## config.mk

```make
export PLATFORM = sky130hd
export DESIGN_NAME = dcache_subsystem
export DESIGN_NICKNAME = d
export VERILOG_FILES = /design/src/source/dcache_pkg.sv /design/src/source/dcache_subsystem.sv /design/src/source/mem_bus_arbiter.sv /design/src/source/store_queue.sv /design/src/source/dcache.sv
export VERILOG_INCLUDE_DIRS = /design/src /design/src/include
export SDC_FILE = /design/constraint.sdc
export NUM_CORES = 2
export LEC_CHECK = 0
export BUFFER_PORTS_ARGS = -buffer_cell sky130_fd_sc_hd__buf_2
export CAP_MARGIN = 20
export CORE_ASPECT_RATIO = 2
export CORE_MARGIN = 5
export CORE_UTILIZATION = 50
export CTS_BUF_LIST = sky130_fd_sc_hd__clkbuf_8
export CTS_CLUSTER_SIZE = 30
export DETAILED_ROUTE_END_ITERATION = 8
export GPL_ROUTABILITY_DRIVEN = 0
export PLACE_DENSITY = 0.72
export SLEW_MARGIN = 10
export SYNTH_ARGS = -nofsm -noshare
export SYNTH_HDL_FRONTEND = slang
export SYNTH_SLANG_ARGS = --single-unit
```

## constraint.sdc

```tcl
create_clock -name clk -period 30.2 [get_ports clk]
set_clock_uncertainty 0.1 [all_clocks]
set_input_delay 6.04 -clock clk [delete_from_list [all_inputs] [get_ports clk]]
set_output_delay 6.04 -clock clk [all_outputs]
set_load 0.02 [all_outputs]
```

## src/include/dcache_settings.svh

```systemverilog
// dcache settings with the address split, memory bus tag width and store queue depth
`ifndef DCACHE_SETTINGS_SVH
`define DCACHE_SETTINGS_SVH

// processor address width in bits
`define XLEN 32

// byte offset inside one 8-byte line
`define DCACHE_OFFSET_BITS 3

// line index bits, 32 lines of one doubleword each
`define DCACHE_INDEX_BITS 5

// whatever is left of the address above index and offset
`define DCACHE_TAG_BITS (`XLEN - `DCACHE_INDEX_BITS - `DCACHE_OFFSET_BITS)

// memory transaction tag width
// a value of zero on the bus means no transaction
`define MEM_TAG_BITS 4

// default number of write-through stores waiting for the bus
`define SQ_DEPTH 4

`endif
```

## src/source/dcache_pkg.sv

```systemverilog
// dcache package holding the memory bus command and cache miss state types
`default_nettype none

package dcache_pkg;

    // command driven onto the tagged memory bus
    typedef enum logic [1:0] {
        BUS_NONE  = 2'h0,   // bus idle
        BUS_LOAD  = 2'h1,   // read one line
        BUS_STORE = 2'h2    // write one doubleword
    } bus_command_t;

    // miss handling state of the data cache
    // only one miss is outstanding at any time
    typedef enum logic [1:0] {
        IDLE      = 2'h0,   // lookups only
        MISS_REQ  = 2'h1,   // fill request waits for the bus
        MISS_WAIT = 2'h2    // fill accepted, waiting for its data tag
    } dcache_state_t;

endpackage

`default_nettype wire

```

## src/source/dcache_subsystem.sv

```systemverilog
// dcache_subsystem joins the data cache, store queue and memory bus arbiter
`timescale 1ns/1ps
`default_nettype none
`include "dcache_settings.svh"

module dcache_subsystem (
    input  logic                      clk,
    input  logic                      reset,
    input  logic                      ld_valid,
    input  logic [`XLEN-1:0]          ld_addr,
    input  logic                      st_valid,
    input  logic [`XLEN-1:0]          st_addr,
    input  logic [63:0]               st_data,
    input  logic [`MEM_TAG_BITS-1:0]  mem_response,
    input  logic [`MEM_TAG_BITS-1:0]  mem_tag,
    input  logic [63:0]               mem_rdata,
    output logic                      ld_hit,
    output logic [63:0]               ld_data,
    output logic                      st_ready,
    output dcache_pkg::bus_command_t  mem_command,
    output logic [`XLEN-1:0]          mem_addr,
    output logic [63:0]               mem_data
);
    logic                     fill_req;
    logic [`XLEN-1:0]         fill_addr;
    logic [`MEM_TAG_BITS-1:0] fill_grant_tag;
    logic                     sq_valid;
    logic [`XLEN-1:0]         sq_addr;
    logic [63:0]              sq_data;
    logic                     sq_pop;

    dcache i_dcache (
        .clk            (clk),
        .reset          (reset),
        .ld_valid       (ld_valid),
        .ld_addr        (ld_addr),
        .st_valid       (st_valid),
        .st_ready       (st_ready),        // cache sees the same store handshake as the queue
        .st_addr        (st_addr),
        .st_data        (st_data),
        .fill_grant_tag (fill_grant_tag),
        .mem_tag        (mem_tag),
        .mem_rdata      (mem_rdata),
        .ld_hit         (ld_hit),
        .ld_data        (ld_data),
        .fill_req       (fill_req),
        .fill_addr      (fill_addr)
    );

    store_queue #(
        .DEPTH (`SQ_DEPTH)
    ) i_store_queue (
        .clk      (clk),
        .reset    (reset),
        .st_valid (st_valid),
        .st_addr  (st_addr),
        .st_data  (st_data),
        .sq_pop   (sq_pop),
        .st_ready (st_ready),
        .sq_valid (sq_valid),
        .sq_addr  (sq_addr),
        .sq_data  (sq_data)
    );

    mem_bus_arbiter i_mem_bus_arbiter (
        .clk            (clk),
        .reset          (reset),
        .sq_valid       (sq_valid),
        .sq_addr        (sq_addr),
        .sq_data        (sq_data),
        .fill_req       (fill_req),
        .fill_addr      (fill_addr),
        .mem_response   (mem_response),
        .sq_pop         (sq_pop),
        .fill_grant_tag (fill_grant_tag),
        .mem_command    (mem_command),
        .mem_addr       (mem_addr),
        .mem_data       (mem_data)
    );

endmodule

`default_nettype wire

```

## src/source/mem_bus_arbiter.sv

```systemverilog
// mem_bus_arbiter shares the memory port between store drains and line fills
`timescale 1ns/1ps
`default_nettype none
`include "dcache_settings.svh"

module mem_bus_arbiter (
    input  logic                      clk,
    input  logic                      reset,
    input  logic                      sq_valid,        // store queue head present
    input  logic [`XLEN-1:0]          sq_addr,
    input  logic [63:0]               sq_data,
    input  logic                      fill_req,        // cache wants a line
    input  logic [`XLEN-1:0]          fill_addr,
    input  logic [`MEM_TAG_BITS-1:0]  mem_response,    // zero when memory refuses
    output logic                      sq_pop,
    output logic [`MEM_TAG_BITS-1:0]  fill_grant_tag,
    output dcache_pkg::bus_command_t  mem_command,
    output logic [`XLEN-1:0]          mem_addr,
    output logic [63:0]               mem_data
);
    logic store_sel;         // store owns the bus this cycle
    logic fill_sel;          // fill owns the bus this cycle
    logic store_granted_q;   // previous cycle ended with a store accepted

    // Stores always win. A fill waits until the queue is empty and one more cycle after the
    // last store was accepted, so it can not pass the pop edge of that store.
    assign store_sel = sq_valid;
    assign fill_sel  = fill_req && !sq_valid && !store_granted_q;

    always_comb begin
        mem_command = dcache_pkg::BUS_NONE;
        mem_addr    = '0;
        mem_data    = '0;
        if (store_sel) begin
            mem_command = dcache_pkg::BUS_STORE;
            mem_addr    = sq_addr;
            mem_data    = sq_data;
        end else if (fill_sel) begin
            mem_command = dcache_pkg::BUS_LOAD;
            mem_addr    = fill_addr;   // already line aligned
        end
    end

    // response tag goes back only to the requester that drove the bus
    assign sq_pop         = store_sel && (mem_response != '0);
    assign fill_grant_tag = fill_sel ? mem_response : '0;

    always_ff @(posedge clk) begin
        if (reset) begin
            store_granted_q <= 1'b0;
        end else begin
            store_granted_q <= sq_pop;
        end
    end

endmodule

`default_nettype wire

```

## src/source/store_queue.sv

```systemverilog
// store_queue is a FIFO of write-through stores waiting for the memory bus
`timescale 1ns/1ps
`default_nettype none
`include "dcache_settings.svh"

module store_queue #(
    parameter int DEPTH = `SQ_DEPTH
) (
    input  logic             clk,
    input  logic             reset,
    input  logic             st_valid,
    input  logic [`XLEN-1:0] st_addr,
    input  logic [63:0]      st_data,
    input  logic             sq_pop,     // head taken by memory this cycle
    output logic             st_ready,   // low only when full and nothing leaves
    output logic             sq_valid,   // head entry present
    output logic [`XLEN-1:0] sq_addr,
    output logic [63:0]      sq_data
);
    localparam int PTR_BITS = (DEPTH > 1) ? $clog2(DEPTH) : 1;
    localparam int CNT_BITS = $clog2(DEPTH + 1);

    logic [`XLEN-1:0]    q_addr [0:DEPTH-1];
    logic [63:0]         q_data [0:DEPTH-1];
    logic [PTR_BITS-1:0] wr_ptr;   // next free slot
    logic [PTR_BITS-1:0] rd_ptr;   // oldest entry
    logic [CNT_BITS-1:0] count;
    logic                full;
    logic                push;
    logic                pop;

    // wrap for any depth, power of two or not
    function automatic logic [PTR_BITS-1:0] ptr_inc(input logic [PTR_BITS-1:0] ptr);
        if (ptr == PTR_BITS'(DEPTH - 1)) begin
            return '0;
        end
        return ptr + 1'b1;
    endfunction

    assign full     = (count == CNT_BITS'(DEPTH));
    assign sq_valid = (count != '0);
    assign st_ready = !full || sq_pop;     // full queue still takes a store while the head leaves
    assign push     = st_valid && st_ready;
    assign pop      = sq_pop && sq_valid;

    assign sq_addr = q_addr[rd_ptr];
    assign sq_data = q_data[rd_ptr];

    always_ff @(posedge clk) begin
        if (reset) begin
            wr_ptr <= '0;
            rd_ptr <= '0;
            count  <= '0;
        end else begin
            if (push) begin
                wr_ptr <= ptr_inc(wr_ptr);
            end
            if (pop) begin
                rd_ptr <= ptr_inc(rd_ptr);
            end
            if (push && !pop) begin
                count <= count + 1'b1;
            end else if (pop && !push) begin
                count <= count - 1'b1;
            end
        end
    end

    // entry storage
    always_ff @(posedge clk) begin
        if (push) begin
            q_addr[wr_ptr] <= st_addr;
            q_data[wr_ptr] <= st_data;   // when full this slot is the head leaving now
        end
    end

endmodule

`default_nettype wire

```

## src/source/dcache.sv

```systemverilog
// dcache is a direct-mapped write-through data cache with a single outstanding line fill
`timescale 1ns/1ps
`default_nettype none
`include "dcache_settings.svh"

module dcache (
    input  logic                     clk,
    input  logic                     reset,
    input  logic                     ld_valid,        // held by the processor until ld_hit
    input  logic [`XLEN-1:0]         ld_addr,
    input  logic                     st_valid,
    input  logic                     st_ready,        // store queue has room
    input  logic [`XLEN-1:0]         st_addr,
    input  logic [63:0]              st_data,
    input  logic [`MEM_TAG_BITS-1:0] fill_grant_tag,  // nonzero when memory takes the fill
    input  logic [`MEM_TAG_BITS-1:0] mem_tag,         // data tag from memory
    input  logic [63:0]              mem_rdata,
    output logic                     ld_hit,
    output logic [63:0]              ld_data,         // only meaningful with ld_hit
    output logic                     fill_req,
    output logic [`XLEN-1:0]         fill_addr        // line aligned
);
    localparam int LINES    = 1 << `DCACHE_INDEX_BITS;
    localparam int LINE_LSB = `DCACHE_OFFSET_BITS;                     // lowest line address bit
    localparam int TAG_LSB  = `DCACHE_INDEX_BITS + `DCACHE_OFFSET_BITS;

    logic [63:0]                   cache_data [0:LINES-1];  // one doubleword per line
    logic [`DCACHE_TAG_BITS-1:0]   cache_tag  [0:LINES-1];
    logic [LINES-1:0]              cache_valid;

    logic [`DCACHE_TAG_BITS-1:0]   ld_tag;
    logic [`DCACHE_INDEX_BITS-1:0] ld_index;
    logic [`DCACHE_TAG_BITS-1:0]   st_tag;
    logic [`DCACHE_INDEX_BITS-1:0] st_index;
    logic [`DCACHE_INDEX_BITS-1:0] miss_index;

    dcache_pkg::dcache_state_t     state;
    dcache_pkg::dcache_state_t     state_next;
    logic [`XLEN-1:0]              miss_addr;         // address of the load that missed
    logic [`MEM_TAG_BITS-1:0]      miss_tag;          // bus tag of the fill in flight
    logic                          stale;             // newer store overtook the fill

    logic                          miss_start;
    logic                          st_accept;
    logic                          st_hit;
    logic                          st_on_miss_line;
    logic                          stale_set;
    logic                          fill_done;
    logic                          fill_write;

    // address split
    assign ld_tag     = ld_addr[`XLEN-1:TAG_LSB];
    assign ld_index   = ld_addr[TAG_LSB-1:LINE_LSB];
    assign st_tag     = st_addr[`XLEN-1:TAG_LSB];
    assign st_index   = st_addr[TAG_LSB-1:LINE_LSB];
    assign miss_index = miss_addr[TAG_LSB-1:LINE_LSB];

    // load lookup, zero latency
    assign ld_hit  = cache_valid[ld_index] && (cache_tag[ld_index] == ld_tag);
    assign ld_data = cache_data[ld_index];

    assign miss_start = (state == dcache_pkg::IDLE) && ld_valid && !ld_hit;

    // store side, seen directly on the processor handshake
    assign st_accept       = st_valid && st_ready;
    assign st_hit          = cache_valid[st_index] && (cache_tag[st_index] == st_tag);
    assign st_on_miss_line = st_accept
                             && (st_addr[`XLEN-1:LINE_LSB] == miss_addr[`XLEN-1:LINE_LSB]);

    // A store to the miss line accepted once the fill is on the bus reaches memory after
    // the fill read, so the returning line would be old. Before the grant the queue drains
    // first and the fill sees the new data.
    assign stale_set = st_on_miss_line
                       && (((state == dcache_pkg::MISS_REQ) && (fill_grant_tag != '0))
                           || (state == dcache_pkg::MISS_WAIT));

    assign fill_req  = (state == dcache_pkg::MISS_REQ);
    assign fill_addr = {miss_addr[`XLEN-1:LINE_LSB], {LINE_LSB{1'b0}}};

    assign fill_done  = (state == dcache_pkg::MISS_WAIT) && (mem_tag != '0)
                        && (mem_tag == miss_tag);
    assign fill_write = fill_done && !stale && !st_on_miss_line;  // same-edge store drops it too

    always_comb begin
        state_next = state;
        case (state)
            dcache_pkg::IDLE: begin
                if (miss_start) state_next = dcache_pkg::MISS_REQ;
            end
            dcache_pkg::MISS_REQ: begin
                if (fill_grant_tag != '0) state_next = dcache_pkg::MISS_WAIT;  // memory took it
            end
            dcache_pkg::MISS_WAIT: begin
                if (fill_done) state_next = dcache_pkg::IDLE;  // back even if the line was dropped
            end
            default: state_next = dcache_pkg::IDLE;
        endcase
    end

    always_ff @(posedge clk) begin
        if (reset) begin
            state       <= dcache_pkg::IDLE;
            cache_valid <= '0;             // every load misses after reset
            miss_tag    <= '0;
            stale       <= 1'b0;
        end else begin
            state <= state_next;
            if (miss_start) begin
                stale <= 1'b0;             // new miss starts clean
            end else if (stale_set) begin
                stale <= 1'b1;
            end
            if (fill_req && (fill_grant_tag != '0)) begin
                miss_tag <= fill_grant_tag;
            end
            if (fill_write) begin
                cache_valid[miss_index] <= 1'b1;
            end
        end
    end

    // arrays and miss address
    always_ff @(posedge clk) begin
        if (miss_start) begin
            miss_addr <= ld_addr;
        end
        if (st_accept && st_hit) begin
            cache_data[st_index] <= st_data;   // write hit, a write miss allocates nothing
        end
        if (fill_write) begin
            cache_data[miss_index] <= mem_rdata;   // a fill replacing the indexed line wins
            cache_tag[miss_index]  <= miss_addr[`XLEN-1:TAG_LSB];
        end
    end

endmodule

`default_nettype wire

```

==> results_dict.tcl <==
set metrics [dict create \
    route.detailed.drc 0 \
    cts.sinks 3278 \
    synth_top_area_share_pct 61.4 \
    cellPowerDensity_nw_per_um2 56.4 \
    fp.coreArea_um2 314000 \
    critical_path_class "input pin to output pin" \
    r2r_end "i_dcache.cache_data[27][57]" \
    ir_drop_mv 0.0855 \
    fin_util_pct 54.8 \
    grt_first_pass_wirelength_um 741000 \
    clk_pin_slew_ns 0.07 \
    path_delay_family "buffers and inverters" \
    worstRegToRegCells 11 \
    ys_ff_latch 3278 \
    place_inst 12600 \
    fmaxAchievable_mhz 56.7 \
    wl_um 537000 \
    postCtsHoldBufs 0 \
    crit_end "ld_hit" \
    vias 94300 \
    slowest_delay_ns 0.89 \
    synth_top_family_by_area "multiplexers" \
    worstReg2RegStart "i_dcache.cache_tag[14][21]" \
    hp-start "i_dcache.cache_valid[18]" \
    grt.overflow.total 0 \
    timing.final.ws_setup_ns 12.55 \
    place_hpwl_um 290000 \
    grt_max_degree 152 \
    hold_ws_ns 0.369 \
    synth-main-ff-cell "edfxtp_1" \
    portBuffers 364 \
    synth_top_area_cell "edfxtp_1" \
    p_leak_nw 56.3 \
    area_growth_pct 9.00 \
    cts_root_buffer "clkbuf_8" \
    path_max_fanout 63 \
    design.portCount 368 \
    final_nets 9193 \
    post_cts_buffers 0 \
    critPathBufInv 4 \
    preCtsSetupSlack_ns 12.76 \
    die-width_um 407 \
    routedWlPerCell_um 39.9 \
    num_rows 291 \
    antenna_found_initial 75 \
    start_kind "input pin" \
    htree_levels 5 \
    syn-num-nets 9086 \
    cts_resized 0 \
    syn_area_um2 158000 \
    synth_compound_area_share_pct 1.95 \
    tightestPinTransition_ns 1.33 \
    final_area_um2 172000 \
    cpMaxStageDelayCell "buf_4" \
    firstDrtPassIters 9 \
    timing.slew.headroom_pct 11.2 \
    rsz0062_at_grt "no" \
    cts_buffer_depth 4 \
    crit_chain "buf_8 -> buf_4 -> buf_4 -> mux4_2 -> mux2i_1 -> mux2i_1 -> a221oi_1 -> a22oi_1 -> a2111o_1 -> nor3_1 -> and2_1 -> buf_2" \
    synth_mux_area_share_pct 30.7 \
    finalHoldViolCount 0 \
    initial_core_util_pct 50.2 \
    drtIter0Drc 13500 \
    cp_num_cells 12 \
    hp-class "flop to flop" \
    synthCells 8875 \
    ys_types 82 \
    fillers 24200 \
    cts_tree "built" \
    setup_viol 0 \
    seq_area_frac_synth_pct 62.0 \
    slew_violations 0 \
    finalSetupTns_ns 0 \
    synth_fa_ha_area_share_pct 0.0602 \
    cap_violations 0 \
    post_synth.cell_area_avg_um2 17.8 \
    outcome "finished clean" \
    fp.dieH_um 805 \
    worst_ep_required_time_ns 24.06 \
    fin_crit_sh_pct 58.4 \
    synth.area.top_cells "edfxtp_1, mux2_2, mux4_2" \
    yosysMostFrequentCell "edfxtp_1" \
    drive_gt1_share_pct 45.5 \
    min_period_ns 17.65 \
    grt_pass1_vias 97100 \
    synthXorXnorAreaFrac_pct 0.327 \
    cts_made_buffers 455 \
    startpoint "ld_addr[4]" \
    finalPower_mw 9.70 \
    ant_nets 0 \
    viasPerCell 7.00 \
    die_area_um2 328000 \
    instances_no_fill 13500 \
    clk_latency_ns 1.16 \
    grt_usage_pct 32.1 \
    synth_commonest_cells "edfxtp_1, mux2_2, mux4_2" \
    synthSimpleGateAreaFrac_pct 2.12 \
    arrival_ns 11.51 \
    endpoint_kind "output pin" \
    synth-edff-count 3229 \
    dpl_cell_area_um2 163000 \
    r2r_slack_ns 23.21 \
    synth-async-reset-ratio_pct 0 \
    ys_warn_count 0 \
]
==> worst register-to-register path, stage by stage, from the launching register on <==
cell	delay (ns)
edfxtp_1	0.38
mux2i_1	0.28
o22ai_1	0.13
nor4_1	0.63
a21oi_1	0.16
or4_1	0.71
nor4_1	0.56
nor4b_2	0.67
nand3_1	0.82
o22ai_4	0.34
buf_4	0.83
buf_4	0.94
==> kinds of logic (layout without fill, tap and decap cells) <==
group	after synthesis	after routing
muxes	3421	3421
DFF	3278	3278
buffers and inverters	1009	1471
and+or+nand+nor	652	652
AOI/OAI and AO/OA	449	449
xor gates and xnor gates	59	59
adders and majority gates	7	7
other	0	25
==> layout make-up <==
cell class	count	area, um^2	share of cell area, %
sequential	3278	98000	56.9
multi-input combinational	4588	56100	32.6
clock buffer	465	6400	3.72
tap	4102	5130	2.98
timing repair buffer	628	4310	2.50
clock inverter	347	1950	1.14
inverter	31	131	0.0764
antenna	25	62.6	0.0364
==> worst min-delay path by stage <==
stage | end | depth (start not counted) | slack, ns
2_1_floorplan | i_dcache.cache_valid[10] | 2 | 0.33
3_3_place_gp | i_dcache.cache_valid[2] | 2 | 0.35
3_5_place_dp | i_dcache.cache_valid[18] | 2 | 0.36
4_1_cts | i_dcache.cache_valid[18] | 2 | 0.37
5_1_grt | i_dcache.cache_valid[2] | 2 | 0.39
6_report | i_dcache.cache_valid[18] | 2 | 0.37
==> state kept, by name (all words and copies together) (netlist names), 2 cells and up, named ones only <==
register and cells:
i_store_queue.wr_ptr 2, i_dcache.miss_tag 4, i_dcache.state 2, i_dcache.miss_addr 29
i_store_queue.q_data 256, i_dcache.cache_valid 32, i_store_queue.count 3, i_store_queue.rd_ptr 2
i_dcache.cache_data 2048, i_store_queue.q_addr 128, i_dcache.cache_tag 768
==> cell usage in the layout (no fill, tap or decap), drive strengths merged, types with 49 or more instances in the layout <==
master,n
nor2,80
nor4,51
mux2,2065
buf,623
and2,75
nand2,262
inv,162
clkbuf,470
o22ai,186
dfxtp,49
clkinv,189
a22oi,67
edfxtp,3229
mux4,932
mux2i,424
==> power breakdown <==
part	switching, mW	total (mW)	leakage (nW)	internal [mW]
Combinational	0.764	1.26	22.0	0.501
Clock	1.75	3.33	4.73	1.58
Sequential	0.0520	5.11	29.5	5.06
Total	2.57	9.70	56.3	7.13
==> routing by layer <==
| metal | GRT usage, % | routed length (um) | vias to the layer above |
|---|---|---|---|
| li1 | - | - | 36300 |
| met1 | 37.3 | 172000 | 48800 |
| met2 | 52.8 | 258000 | 6936 |
| met3 | 7.73 | 60500 | 2193 |
| met4 | 21.7 | 46000 | 58 |
| met5 | 0 | 353 | - |
Note: power is estimated with default switching activity, not from simulation.
